--- config.mk ---
export PLATFORM = sky130hd
export DESIGN_NAME = stereo_alarm_top
export DESIGN_NICKNAME = d
export VERILOG_FILES = /design/src/stereo_alarm_pkg.sv /design/src/alarm_arbiter.sv /design/src/heat_palette.sv /design/src/quadrant_compositor.sv /design/src/stereo_alarm_top.sv /design/src/vga_scan.sv /design/src/zone_monitor.sv
export SDC_FILE = /design/constraint.sdc
export NUM_CORES = 1
export LEC_CHECK = 0
export ABC_AREA = 1
export BUFFER_PORTS_ARGS = -buffer_cell sky130_fd_sc_hd__buf_2
export CAP_MARGIN = 20
export CORE_MARGIN = 2
export CORE_UTILIZATION = 54
export DETAILED_ROUTE_END_ITERATION = 7
export PLACE_DENSITY = 0.84
export SLEW_MARGIN = 20
export SYNTH_ARGS = -nofsm -noshare
export SYNTH_HDL_FRONTEND = slang
export SYNTH_SLANG_ARGS = --single-unit
--- constraint.sdc ---
create_clock -name clk -period 6.65 [get_ports clk]
set_input_delay 1.33 -clock clk [delete_from_list [all_inputs] [get_ports clk]]
set_output_delay 1.33 -clock clk [all_outputs]
set_load 0.05 [all_outputs]
--- src/stereo_alarm_pkg.sv ---
`default_nettype none

package stereo_alarm_pkg;

    // 640x480 scan timing, counted in pixel clocks
    localparam int H_ACTIVE     = 640;
    localparam int H_TOTAL      = 800;
    localparam int H_SYNC_START = 656;
    localparam int H_SYNC_END   = 751;
    localparam int V_ACTIVE     = 480;
    localparam int V_TOTAL      = 525;
    localparam int V_SYNC_START = 490;
    localparam int V_SYNC_END   = 491;

    localparam int QUAD_W = 320;
    localparam int QUAD_H = 240;

    typedef logic [9:0]  coord_t;
    typedef logic [7:0]  gray_t;
    typedef logic [15:0] rgb565_t;
    typedef logic [5:0]  hamming_t;
    typedef logic [4:0]  sad_t;
    typedef logic [15:0] count_t;

    localparam rgb565_t COLOR_BLUE   = 16'b00000_000000_11111;
    localparam rgb565_t COLOR_CYAN   = 16'b00000_111111_11111;
    localparam rgb565_t COLOR_GREEN  = 16'b00000_111111_00000;
    localparam rgb565_t COLOR_YELLOW = 16'b11111_111111_00000;
    localparam rgb565_t COLOR_ORANGE = 16'b11111_100000_00000;
    localparam rgb565_t COLOR_RED    = 16'b11111_000000_00000;
    localparam rgb565_t COLOR_BLACK  = 16'b00000_000000_00000;

    // heat bins, index 0 is the far (blue) end
    localparam int HEAT_BINS = 6;
    localparam rgb565_t [HEAT_BINS-1:0] HEAT_COLORS = {
        COLOR_RED, COLOR_ORANGE, COLOR_YELLOW, COLOR_GREEN, COLOR_CYAN, COLOR_BLUE
    };
    // highest code of each bin, anything above the last edge is black
    localparam hamming_t [HEAT_BINS-1:0] HAMMING_EDGES = {
        6'd44, 6'd37, 6'd31, 6'd24, 6'd16, 6'd12
    };
    localparam sad_t [HEAT_BINS-1:0] SAD_EDGES = {
        5'd24, 5'd20, 5'd15, 5'd10, 5'd6, 5'd3
    };

    typedef enum logic [1:0] {
        CLASS_NONE   = 2'd0,
        CLASS_BLACK  = 2'd1,
        CLASS_ORANGE = 2'd2,
        CLASS_RED    = 2'd3
    } pixel_class_t;

    typedef enum logic [1:0] {
        SEV_QUIET  = 2'd0,
        SEV_WARN   = 2'd2,
        SEV_DANGER = 2'd3
    } severity_t;

    // watch windows, bounds inclusive
    localparam int NUM_ZONES = 2;
    localparam coord_t [NUM_ZONES-1:0] ZONE_X_LO = {10'd361, 10'd41};
    localparam coord_t [NUM_ZONES-1:0] ZONE_X_HI = {10'd599, 10'd279};
    localparam coord_t ZONE_Y_LO = 10'd270;
    localparam coord_t ZONE_Y_HI = 10'd449;

    localparam count_t BLACK_LIMIT  = 16'd1500;
    localparam count_t ORANGE_LIMIT = 16'd1200;
    localparam count_t RED_LIMIT    = 16'd1000;

    // buzzer timing in clock cycles
    localparam int TONE_HALF = 4;
    localparam int BEEP_FAST = 256;
    localparam int BEEP_SLOW = 1024;
    localparam int TONE_W    = $clog2(TONE_HALF);
    localparam int BEEP_W    = $clog2(BEEP_SLOW);

endpackage

`default_nettype wire

--- src/alarm_arbiter.sv ---
`timescale 1ns/10ps
`default_nettype none

module alarm_arbiter (
    input  wire logic                    clk,
    input  wire logic                    reset,
    input  stereo_alarm_pkg::severity_t  [stereo_alarm_pkg::NUM_ZONES-1:0] severity,
    output logic [stereo_alarm_pkg::NUM_ZONES-1:0] led,
    output logic                         buzz
);
    import stereo_alarm_pkg::*;

    severity_t         max_sev;
    logic [TONE_W-1:0] tone_cnt;
    logic              tone;
    logic [BEEP_W-1:0] beep_cnt;
    logic [BEEP_W-1:0] beep_last;
    logic              gate_on;

    // worst severity over all zones
    always_comb begin
        max_sev = SEV_QUIET;
        for (int i = 0; i < NUM_ZONES; i++) begin
            if (severity[i] > max_sev) begin
                max_sev = severity[i];
            end
        end
    end

    // danger beeps fast, warn beeps slow
    assign beep_last = (max_sev == SEV_DANGER) ? BEEP_W'(BEEP_FAST - 1) : BEEP_W'(BEEP_SLOW - 1);
    assign gate_on   = (beep_cnt <= (beep_last >> 1));

    always_ff @(posedge clk or posedge reset) begin
        if (reset) begin
            led <= '0;
        end else begin
            for (int i = 0; i < NUM_ZONES; i++) begin
                led[i] <= (severity[i] != SEV_QUIET);
            end
        end
    end

    // free-running tone, toggles every TONE_HALF cycles
    always_ff @(posedge clk or posedge reset) begin
        if (reset) begin
            tone_cnt <= '0;
            tone     <= 1'b0;
        end else if (tone_cnt == TONE_W'(TONE_HALF - 1)) begin
            tone_cnt <= '0;
            tone     <= ~tone;
        end else begin
            tone_cnt <= tone_cnt + 1'b1;
        end
    end

    // beep gate, also wraps early if the period shrinks mid-count
    always_ff @(posedge clk or posedge reset) begin
        if (reset) begin
            beep_cnt <= '0;
        end else if (beep_cnt >= beep_last) begin
            beep_cnt <= '0;
        end else begin
            beep_cnt <= beep_cnt + 1'b1;
        end
    end

    always_ff @(posedge clk or posedge reset) begin
        if (reset) begin
            buzz <= 1'b0;
        end else begin
            buzz <= tone && gate_on && (max_sev != SEV_QUIET);
        end
    end

endmodule

`default_nettype wire

--- src/heat_palette.sv ---
`timescale 1ns/10ps
`default_nettype none

module heat_palette #(
    parameter type code_t = stereo_alarm_pkg::hamming_t,
    parameter code_t [stereo_alarm_pkg::HEAT_BINS-1:0] EDGES =
        stereo_alarm_pkg::HAMMING_EDGES
) (
    input  code_t                     code,
    output stereo_alarm_pkg::rgb565_t color
);
    import stereo_alarm_pkg::*;

    // walk from the near end down so the lowest matching bin wins
    always_comb begin
        color = COLOR_BLACK;
        for (int i = HEAT_BINS - 1; i >= 0; i--) begin
            if (code <= EDGES[i]) begin
                color = HEAT_COLORS[i];
            end
        end
    end

endmodule

`default_nettype wire

--- src/quadrant_compositor.sv ---
`timescale 1ns/10ps
`default_nettype none

module quadrant_compositor (
    input  wire logic                        clk,
    input  wire logic                        reset,
    input  stereo_alarm_pkg::coord_t         x_pixel,
    input  stereo_alarm_pkg::coord_t         y_pixel,
    input  stereo_alarm_pkg::gray_t          gray_left,
    input  stereo_alarm_pkg::gray_t          gray_right,
    input  stereo_alarm_pkg::hamming_t       hamming,
    input  stereo_alarm_pkg::sad_t           sad,
    output stereo_alarm_pkg::rgb565_t        rgb,
    output stereo_alarm_pkg::pixel_class_t   pix_class
);
    import stereo_alarm_pkg::*;

    logic    active;
    logic    left_half;
    logic    top_half;
    rgb565_t ham_color;
    rgb565_t sad_color;
    rgb565_t lower_color;
    rgb565_t pixel_color;

    heat_palette #(
        .code_t (hamming_t),
        .EDGES  (HAMMING_EDGES)
    ) u_ham_palette (
        .code   (hamming),
        .color  (ham_color)
    );

    heat_palette #(
        .code_t (sad_t),
        .EDGES  (SAD_EDGES)
    ) u_sad_palette (
        .code   (sad),
        .color  (sad_color)
    );

    assign active    = (x_pixel < coord_t'(H_ACTIVE)) && (y_pixel < coord_t'(V_ACTIVE));
    assign left_half = (x_pixel < coord_t'(QUAD_W));
    assign top_half  = (y_pixel < coord_t'(QUAD_H));

    // census map on the left, sad map on the right
    assign lower_color = left_half ? ham_color : sad_color;

    // gray spread over 5/6/5 fields
    always_comb begin
        if (!top_half) begin
            pixel_color = lower_color;
        end else if (left_half) begin
            pixel_color = {gray_left[7:3], gray_left[7:2], gray_left[7:3]};
        end else begin
            pixel_color = {gray_right[7:3], gray_right[7:2], gray_right[7:3]};
        end
    end

    // near classes only come from the heat maps
    always_comb begin
        pix_class = CLASS_NONE;
        if (active && !top_half) begin
            case (lower_color)
                COLOR_BLACK:  pix_class = CLASS_BLACK;
                COLOR_ORANGE: pix_class = CLASS_ORANGE;
                COLOR_RED:    pix_class = CLASS_RED;
                default:      pix_class = CLASS_NONE;
            endcase
        end
    end

    always_ff @(posedge clk or posedge reset) begin
        if (reset) begin
            rgb <= COLOR_BLACK;
        end else begin
            rgb <= active ? pixel_color : COLOR_BLACK;
        end
    end

endmodule

`default_nettype wire

--- src/stereo_alarm_top.sv ---
`timescale 1ns/10ps
`default_nettype none

module stereo_alarm_top (
    input  wire logic                                clk,
    input  wire logic                                reset,
    input  stereo_alarm_pkg::gray_t                  gray_left,
    input  stereo_alarm_pkg::gray_t                  gray_right,
    input  stereo_alarm_pkg::hamming_t               hamming,
    input  stereo_alarm_pkg::sad_t                   sad,
    output stereo_alarm_pkg::coord_t                 x_pixel,
    output stereo_alarm_pkg::coord_t                 y_pixel,
    output logic                                     h_sync,
    output logic                                     v_sync,
    output stereo_alarm_pkg::rgb565_t                rgb,
    output logic [stereo_alarm_pkg::NUM_ZONES-1:0]   led,
    output logic                                     buzz
);
    import stereo_alarm_pkg::*;

    pixel_class_t                  pix_class;
    severity_t [NUM_ZONES-1:0]     zone_severity;

    vga_scan u_vga_scan (
        .clk        (clk),
        .reset      (reset),
        .x_pixel    (x_pixel),
        .y_pixel    (y_pixel),
        .h_sync     (h_sync),
        .v_sync     (v_sync)
    );

    quadrant_compositor u_quadrant_compositor (
        .clk        (clk),
        .reset      (reset),
        .x_pixel    (x_pixel),
        .y_pixel    (y_pixel),
        .gray_left  (gray_left),
        .gray_right (gray_right),
        .hamming    (hamming),
        .sad        (sad),
        .rgb        (rgb),
        .pix_class  (pix_class)
    );

    // one monitor per lower quadrant window
    for (genvar g = 0; g < NUM_ZONES; g++) begin : g_zone
        zone_monitor #(
            .ZONE       (g)
        ) u_zone_monitor (
            .clk        (clk),
            .reset      (reset),
            .x_pixel    (x_pixel),
            .y_pixel    (y_pixel),
            .pix_class  (pix_class),
            .severity   (zone_severity[g])
        );
    end

    alarm_arbiter u_alarm_arbiter (
        .clk        (clk),
        .reset      (reset),
        .severity   (zone_severity),
        .led        (led),
        .buzz       (buzz)
    );

endmodule

`default_nettype wire

--- src/vga_scan.sv ---
`timescale 1ns/10ps
`default_nettype none

module vga_scan (
    input  wire logic                      clk,
    input  wire logic                      reset,
    output stereo_alarm_pkg::coord_t       x_pixel,
    output stereo_alarm_pkg::coord_t       y_pixel,
    output logic                           h_sync,
    output logic                           v_sync
);
    import stereo_alarm_pkg::*;

    logic line_end;
    logic frame_end;

    assign line_end  = (x_pixel == coord_t'(H_TOTAL - 1));
    assign frame_end = (y_pixel == coord_t'(V_TOTAL - 1));

    // x wraps every line, y steps at line end
    always_ff @(posedge clk or posedge reset) begin
        if (reset) begin
            x_pixel <= '0;
            y_pixel <= '0;
        end else if (line_end) begin
            x_pixel <= '0;
            if (frame_end) begin
                y_pixel <= '0;
            end else begin
                y_pixel <= y_pixel + 1'b1;
            end
        end else begin
            x_pixel <= x_pixel + 1'b1;
        end
    end

    // syncs are active low and lag the count by one cycle
    always_ff @(posedge clk or posedge reset) begin
        if (reset) begin
            h_sync <= 1'b1;
            v_sync <= 1'b1;
        end else begin
            h_sync <= !(x_pixel >= coord_t'(H_SYNC_START) && x_pixel <= coord_t'(H_SYNC_END));
            v_sync <= !(y_pixel >= coord_t'(V_SYNC_START) && y_pixel <= coord_t'(V_SYNC_END));
        end
    end

endmodule

`default_nettype wire

--- src/zone_monitor.sv ---
`timescale 1ns/10ps
`default_nettype none

module zone_monitor #(
    parameter int ZONE = 0
) (
    input  wire logic                        clk,
    input  wire logic                        reset,
    input  stereo_alarm_pkg::coord_t         x_pixel,
    input  stereo_alarm_pkg::coord_t         y_pixel,
    input  stereo_alarm_pkg::pixel_class_t   pix_class,
    output stereo_alarm_pkg::severity_t      severity
);
    import stereo_alarm_pkg::*;

    logic   in_window;
    logic   frame_end;
    count_t black_cnt;
    count_t orange_cnt;
    count_t red_cnt;
    count_t black_next;
    count_t orange_next;
    count_t red_next;

    assign in_window = (x_pixel >= ZONE_X_LO[ZONE]) && (x_pixel <= ZONE_X_HI[ZONE]) &&
                       (y_pixel >= ZONE_Y_LO) && (y_pixel <= ZONE_Y_HI);
    assign frame_end = (x_pixel == coord_t'(H_ACTIVE - 1)) &&
                       (y_pixel == coord_t'(V_ACTIVE - 1));

    // counts including the current pixel
    assign black_next  = black_cnt  + count_t'(in_window && pix_class == CLASS_BLACK);
    assign orange_next = orange_cnt + count_t'(in_window && pix_class == CLASS_ORANGE);
    assign red_next    = red_cnt    + count_t'(in_window && pix_class == CLASS_RED);

    always_ff @(posedge clk or posedge reset) begin
        if (reset) begin
            black_cnt  <= '0;
            orange_cnt <= '0;
            red_cnt    <= '0;
            severity   <= SEV_QUIET;
        end else if (frame_end) begin
            // judge the finished frame, then start over
            if (black_next >= BLACK_LIMIT) begin
                severity <= SEV_DANGER;
            end else if (orange_next >= ORANGE_LIMIT || red_next >= RED_LIMIT) begin
                severity <= SEV_WARN;
            end else begin
                severity <= SEV_QUIET;
            end
            black_cnt  <= '0;
            orange_cnt <= '0;
            red_cnt    <= '0;
        end else begin
            black_cnt  <= black_next;
            orange_cnt <= orange_next;
            red_cnt    <= red_next;
        end
    end

endmodule

`default_nettype wire
==> flow_summary.ini, run 1 <==
[run_status]
status = finished clean

[setup_path]
cp_max_fo = 6
critical_path.startpoint = sad[4]
required_ns = 6.97
critPathKind = in2reg
worstPathArrival_ns = 4.57
startpoint_type = input pin
crit_path_end_kind = register
timing.rr.start = u_vga_scan.x_pixel[7]$_DFF_PP0_

[floorplan]
die_w_um = 130.6
num_io_pins = 70
die_area_um2 = 17050
core_area_um2 = 15770
core.rowCount = 46
die_h_um = 130.6
start_util = 0.5485

[synth]
synth_cell_types = 39
synth_top_family_by_area = simple AND/OR/NAND/NOR gates
synth-seq-cells = 154
synth-simple-area-share = 0.3478
synth_xor_area_frac = 0.03139
synthArstFlopShare = 1.000
yosys_warnings = 0
synth-adder-area-share = 0.04050
synth_compound_area_frac = 0.05497
syn_avg_cell_area_um2 = 7.281
synthFlopType = dfrtp_1
yosys-mux-area-fraction = 0
synth_edf_count = 0
seq_area_frac_synth = 0.4458
netlist_area_um2 = 8650
synth_fp_nets = 1245
synth_cells = 1188

[clock_tree]
clk_latency_ns = 0.43
cts_num_sinks = 154
path_clk_slew_ns = 0.06
ctsHtreeMaxLevel = 4
cts_tree = done
postCtsSetupBuffers = 0
clock-root-buffer = clkbuf_16
numCtsBuffers = 17
cts_resized = 0
cts_hold_buffers = 0
clockBufferDepth = 2

[place]
routabilityCongestion = 0.9176
io_buffer_count = 65
hpwl_um = 12600

[global_route]
overflow = 0
grt_max_degree = 96
antenna_found_initial = 0
first_global_vias = 7236
grt_pass1_wl_um = 31410
grt_use_total = 0.2276

[routing]
drt_iter0_markers = 496
viasPerCell = 5.187
vias = 7734
routed_wl_um = 18080
routedWlPerCell_um = 12.12
postRouteAntennaNets = 0
drt_first_pass_iters = 5
route.detailed.drc = 0

[flow_run]
cap_violations = 0

[power_and_ir_drop]
finalPower_mw = 2.050
power.static_leakage_nw = 5.065
power_density_nw_per_um2 = 208.6
vdd_drop_max_v = 0.0001644

[timing]
hold_violations = 0
layout_worst_path_cycle_share = 0.6394
worst_slew_pin_slew_ns = 0.9393
rsz0062_at_grt = false
fmax_mhz = 235.2
drv_slew = 0
relSlewSlack = 0.3738
finalSetupViolations = 0
final.min_clock_period_ns = 4.252
tns_ns = 0
fin_skew_ns = 0.007078

[hold_path]
min-delay-start = u_alarm_arbiter.tone_cnt[0]$_DFF_PP0_
holdCritPathClass = reg2reg

[layout]
antennaDiodeCount = 0
drive_above_1_share = 0.08471
nets = 1319
post-route-util = 0.6233
areaGrowthSynthToFinish_pct = 13.64
[sequential cells by signal (all words and copies together) (netlist names)]
name                              flops
u_quadrant_compositor.rgb            16
u_vga_scan.v_sync                     1
u_vga_scan.y_pixel                   10
u_alarm_arbiter.beep_cnt             10
u_alarm_arbiter.buzz                  1
u_alarm_arbiter.tone_cnt              2
g_zone.u_zone_monitor.severity        4
u_alarm_arbiter.tone                  1
g_zone.u_zone_monitor.red_cnt        32
u_vga_scan.h_sync                     1
g_zone.u_zone_monitor.orange_cnt     32
g_zone.u_zone_monitor.black_cnt      32
u_vga_scan.x_pixel                   10
u_alarm_arbiter.led                   2
[per-stage QoR]
step	setup WS (ns)	cell area (um^2)	instances	hold WS, ns
after floorplan	1.174	8650	1188	0.4031
after global placement	2.107	9200	1459	0.4161
after detailed placement	2.082	9200	1459	0.4166
after CTS	2.413	9829	1491	0.4254
after global routing	1.958	9829	1491	0.4288
final	2.398	9829	1491	0.4209
[synthesized netlist by cell type (6+ instances only)]
cell / instances / area (um^2)
nor3_1: 24 / 120.1
nor2_1: 247 / 927.1
o21bai_1: 9 / 67.56
a21oi_1: 37 / 185.2
xnor2_1: 11 / 96.34
ha_1: 28 / 350.3
nand4_1: 38 / 237.7
dfrtp_1: 152 / 3804
nor3b_1: 6 / 45.04
nand3_1: 75 / 375.4
o21ai_0: 15 / 75.07
nand2_1: 308 / 1156
nand3b_1: 6 / 45.04
xor2_1: 20 / 175.2
inv_1: 165 / 619.3
buf_2: 10 / 50.05
[cell type report]
type / instances / area, um^2
Sequential cell: 154 / 3856
Inverter: 166 / 628.1
Multi-Input combinational cell: 856 / 4105
Fill cell: 1393 / 5941
Clock inverter: 9 / 161.4
Clock buffer: 23 / 467.9
Tap cell: 216 / 270.3
Timing Repair Buffer: 67 / 340.3
[critical path, cell delays in order]
cell and delay (ns):
buf_2 0.12, or2_2 0.31, nor2_1 0.09, nor2_1 0.07
nand2_1 0.10, nand2_1 0.06, nor2_2 0.21, nand3_1 0.14
nor2_1 0.15, nand2_1 0.09, nor2_1 0.18, ha_1 0.24
ha_1 0.27, nand2_1 0.10, nor2_1 0.25, nand3_1 0.13
nand2_1 0.11, nand2_1 0.06, a21oi_1 0.11, nand3_1 0.09
nor2_1 0.13, nand2_1 0.11, nor2_1 0.10, nor2_1 0.04
[worst paths after layout]
path / cells after the start / to / slack (ns)
setup / recovery: 24 / g_zone[1].u_zone_monitor.severity[1]$_DFFE_PP0P_ / 2.40
hold / removal: 1 / u_alarm_arbiter.tone_cnt[0]$_DFF_PP0_ / 0.42
setup reg to reg: 24 / g_zone[1].u_zone_monitor.severity[1]$_DFFE_PP0P_ / 2.56
hold reg to reg: 1 / u_alarm_arbiter.tone_cnt[0]$_DFF_PP0_ / 0.42
max in group asynchronous: 3 / u_vga_scan.y_pixel[8]$_DFFE_PP0N_ / 4.32
min in group asynchronous: 2 / u_alarm_arbiter.beep_cnt[5]$_DFF_PP0_ / 1.07
[metal layers]
metal  share of wire  up-vias  track usage
li1                -     3925            -
met3           0.044       34      0.04153
met2            0.48      186       0.3744
met1            0.46     3589       0.2989
met5               0        -            0
met4           0.020        0      0.09512
[logic make-up (layout without fill, tap and decap cells)]
kind of cell	count (synthesis)	count (layout)
xor+xnor	31	31
fa+ha+maj	28	28
compound gates	79	79
flops	154	154
simple gates	718	718
buf+inv	178	265
[where the power goes]
group | switching (mW) | internal [mW] | leakage [nW]
sequential | 0.00130 | 0.942 | 1.89
combinational | 0.0509 | 0.0150 | 2.88
clock | 0.389 | 0.652 | 0.299
total | 0.442 | 1.61 | 5.06
[cells in the final DEF (no fill, tap or decap), types with 3 or more instances in the layout]
cell type	count
a21oi_1	37
buf_2	65
bufinv_16	4
clkbuf_1	4
clkbuf_16	17
dfrtp_1	152
ha_1	28
inv_1	164
inv_6	3
nand2_1	308
nand3_1	75
nand3b_1	6
nand4_1	38
nor2_1	247
nor3_1	24
nor3b_1	6
o21ai_0	15
o21bai_1	9
xnor2_1	11
xor2_1	20
Note: power is estimated with default switching activity, not from simulation.
==> inputs of run 2 (changes only) <==
--- a/config.mk
+++ b/config.mk
@@ -11,7 +11,7 @@
 export CORE_MARGIN = 2
 export CORE_UTILIZATION = 54
 export DETAILED_ROUTE_END_ITERATION = 7
-export PLACE_DENSITY = 0.84
+export PLACE_DENSITY = 0.87
 export SLEW_MARGIN = 20
 export SYNTH_ARGS = -nofsm -noshare
 export SYNTH_HDL_FRONTEND = slang
==> constraint.sdc (replaced) <==
create_clock -name clk -period 3.7 [get_ports clk]
set_input_delay 0.74 -clock clk [delete_from_list [all_inputs] [get_ports clk]]
set_output_delay 0.74 -clock clk [all_outputs]
set_load 0.05 [all_outputs]
==> flow_summary.ini, run 2 (same netlist as run 1, synthesis figures left out) <==
[run_status]
status = finished clean

[timing]
final.min_clock_period_ns = 3.468
finalWorstSetupSlack_ns = 0.2316
layout_worst_path_cycle_share = 0.9374
drv_slew = 0
finalSetupViolations = 0
hold_violations = 0
fin_skew_ns = 0.006311
fmax_mhz = 288.3
relSlewSlack = 0.5216
worst_slew_pin_slew_ns = 0.7160

[place]
hpwl_um = 13310
routabilityCongestion = 0.9276
pre_cts_ws_ns = 0.001397
dpl_cell_area_um2 = 9394
dp_cells = 1480
io_buffer_count = 65

[setup_path]
reg2reg_depth = 24
path_buf_inv = 2
rrSetupSlack_ns = 0.23
cp_max_fo = 5
slowest_delay_ns = 0.41
crit_path_end_kind = register
timing.rr.start = u_vga_scan.x_pixel[7]$_DFF_PP0_
required_ns = 4.06
critPathKind = reg2reg
worstPathArrival_ns = 3.83
path_delay_family = simple AND/OR/NAND/NOR gates
timing.critical_path.mode_cell = nand2_1
reg2reg_to = g_zone[1].u_zone_monitor.severity[1]$_DFFE_PP0P_
crit_path_cell_trace = inv_1, nand2_1, o21ai_4, nor2_1, nand2_1, nand2_1, nor2_2, nand3_1, nand3b_1, nor2_1, ha_1, ha_1, nand2_1, nor2_1, inv_1, nand2_1, nand2_1, nand2_1, nand2_1, a21oi_1, nor2_1, nand2_1, nor2_1, nor2_1
critPathSlowestCell = dfrtp_1
path_depth = 24
startpoint_type = register

[clock_tree]
clock-root-buffer = clkbuf_16
ctsHtreeMaxLevel = 4
numCtsBuffers = 17
cts_num_sinks = 154
clk_latency_ns = 0.43
clockBufferDepth = 2
path_clk_slew_ns = 0.06
cts_hold_buffers = 0
cts_tree = done

[layout]
final_cell_mix = 308 x nand2_1, 242 x nor2_1, 163 x inv_1
fill_cells = 1320
largestRegisters = g_zone.u_zone_monitor.black_cnt x32, g_zone.u_zone_monitor.orange_cnt x32, g_zone.u_zone_monitor.red_cnt x32
drive_above_1_share = 0.1123
stdcell_area_um2 = 10070
nets = 1344
final_common_cell = nand2_1
antennaDiodeCount = 0
fin_cells = 1516
areaGrowthSynthToFinish_pct = 16.42
post-route-util = 0.6385

[power_and_ir_drop]
power.static_leakage_nw = 5.180
vdd_drop_max_v = 0.0003048
power_density_nw_per_um2 = 359.5
finalPower_mw = 3.620

[routing]
routed_wl_um = 18930
drt_first_pass_iters = 5
drt_iter0_markers = 604
vias = 7989
viasPerCell = 5.270
route.detailed.drc = 0
routedWlPerCell_um = 12.49
postRouteAntennaNets = 0

[global_route]
grt_use_total = 0.2368
grt_max_degree = 91
first_global_vias = 7530
grt_pass1_wl_um = 32620
antenna_found_initial = 0
overflow = 0

[floorplan]
core_area_um2 = 15770
start_util = 0.5485
die_w_um = 130.6
core.rowCount = 46
die_h_um = 130.6
num_io_pins = 70
die_area_um2 = 17050

[hold_path]
holdCritPathClass = in2async

[flow_run]
cap_violations = 0
==> run 2: changes by cell type in the layout (fill, tap and decap cells not counted), sizes merged <==
cell	before	now
inv	168	171
clkinvlp	2	3
bufinv	4	3
clkinv	1	4
clkbuf	23	17
buf	67	92
==> run 2: repair_timing <==
item	in CTS	in global routing
buffers inserted	0	4
setup endpoints to repair	0	3
gates resized for setup	0	11
==> run 2: power by group <==
part / switching, mW / internal, mW / leakage (nW) / total (mW)
sequential: 0.00253 / 1.69 / 1.89 / 1.70
combinational: 0.0932 / 0.0327 / 3.00 / 0.126
clock: 0.724 / 1.07 / 0.300 / 1.80
==> run 2: how the worst max path moves through the flow <==
stage	startpoint	to
floorplan	u_vga_scan.y_pixel[5]$_DFFE_PP0N_	g_zone[1].u_zone_monitor.severity[0]$_DFFE_PP0P_
global placement	sad[4]	g_zone[1].u_zone_monitor.severity[1]$_DFFE_PP0P_
detailed placement	sad[4]	g_zone[1].u_zone_monitor.severity[1]$_DFFE_PP0P_
CTS	u_vga_scan.x_pixel[7]$_DFF_PP0_	g_zone[1].u_zone_monitor.severity[1]$_DFFE_PP0P_
global route	u_vga_scan.x_pixel[6]$_DFF_PP0_	g_zone[0].u_zone_monitor.severity[1]$_DFFE_PP0P_
finish	u_vga_scan.x_pixel[7]$_DFF_PP0_	g_zone[1].u_zone_monitor.severity[1]$_DFFE_PP0P_
==> run 2: cell type report <==
type                    instances  area [um^2]  area share
clock inverters                15        186.4     0.01851
flip-flops and latches        154         3857      0.3831
clock buffers                  17        425.4     0.04225
multi-input cells             856         4130      0.4102
inverters                     166        630.6     0.06262
well taps                     216        270.3     0.02684
repair buffers                 92        569.3     0.05654
==> run 2: per-layer routing <==
| metal | track usage | wire (um) | part of all wire |
|---|---|---|---|
| met1 | 0.3034 | 8321 | 0.44 |
| met2 | 0.4007 | 9357 | 0.49 |
| met3 | 0.04560 | 846 | 0.045 |
| met4 | 0.09136 | 404 | 0.021 |
| met5 | 0 | 0 | 0 |
==> run 2: worst register-to-register path, stage by stage, from the launching register on <==
cell	delay, ns
dfrtp_1	0.41
inv_1	0.15
nand2_1	0.14
o21ai_4	0.26
nor2_1	0.11
nand2_1	0.07
nand2_1	0.06
nor2_2	0.11
nand3_1	0.11
nand3b_1	0.20
nor2_1	0.13
ha_1	0.20
ha_1	0.22
nand2_1	0.12
nor2_1	0.27
inv_1	0.11
nand2_1	0.07
nand2_1	0.06
nand2_1	0.07
nand2_1	0.05
a21oi_1	0.16
nor2_1	0.06
nand2_1	0.11
nor2_1	0.05
nor2_1	0.08
==> run 2: per-stage QoR <==
stage,TNS (ns),hold WS (ns)
6_report,0,0.4316
5_1_grt,-0.2008,0.4590
4_1_cts,0,0.4367
3_5_place_dp,0,0.4286
3_3_place_gp,0,0.4151
2_1_floorplan,0,0.4031
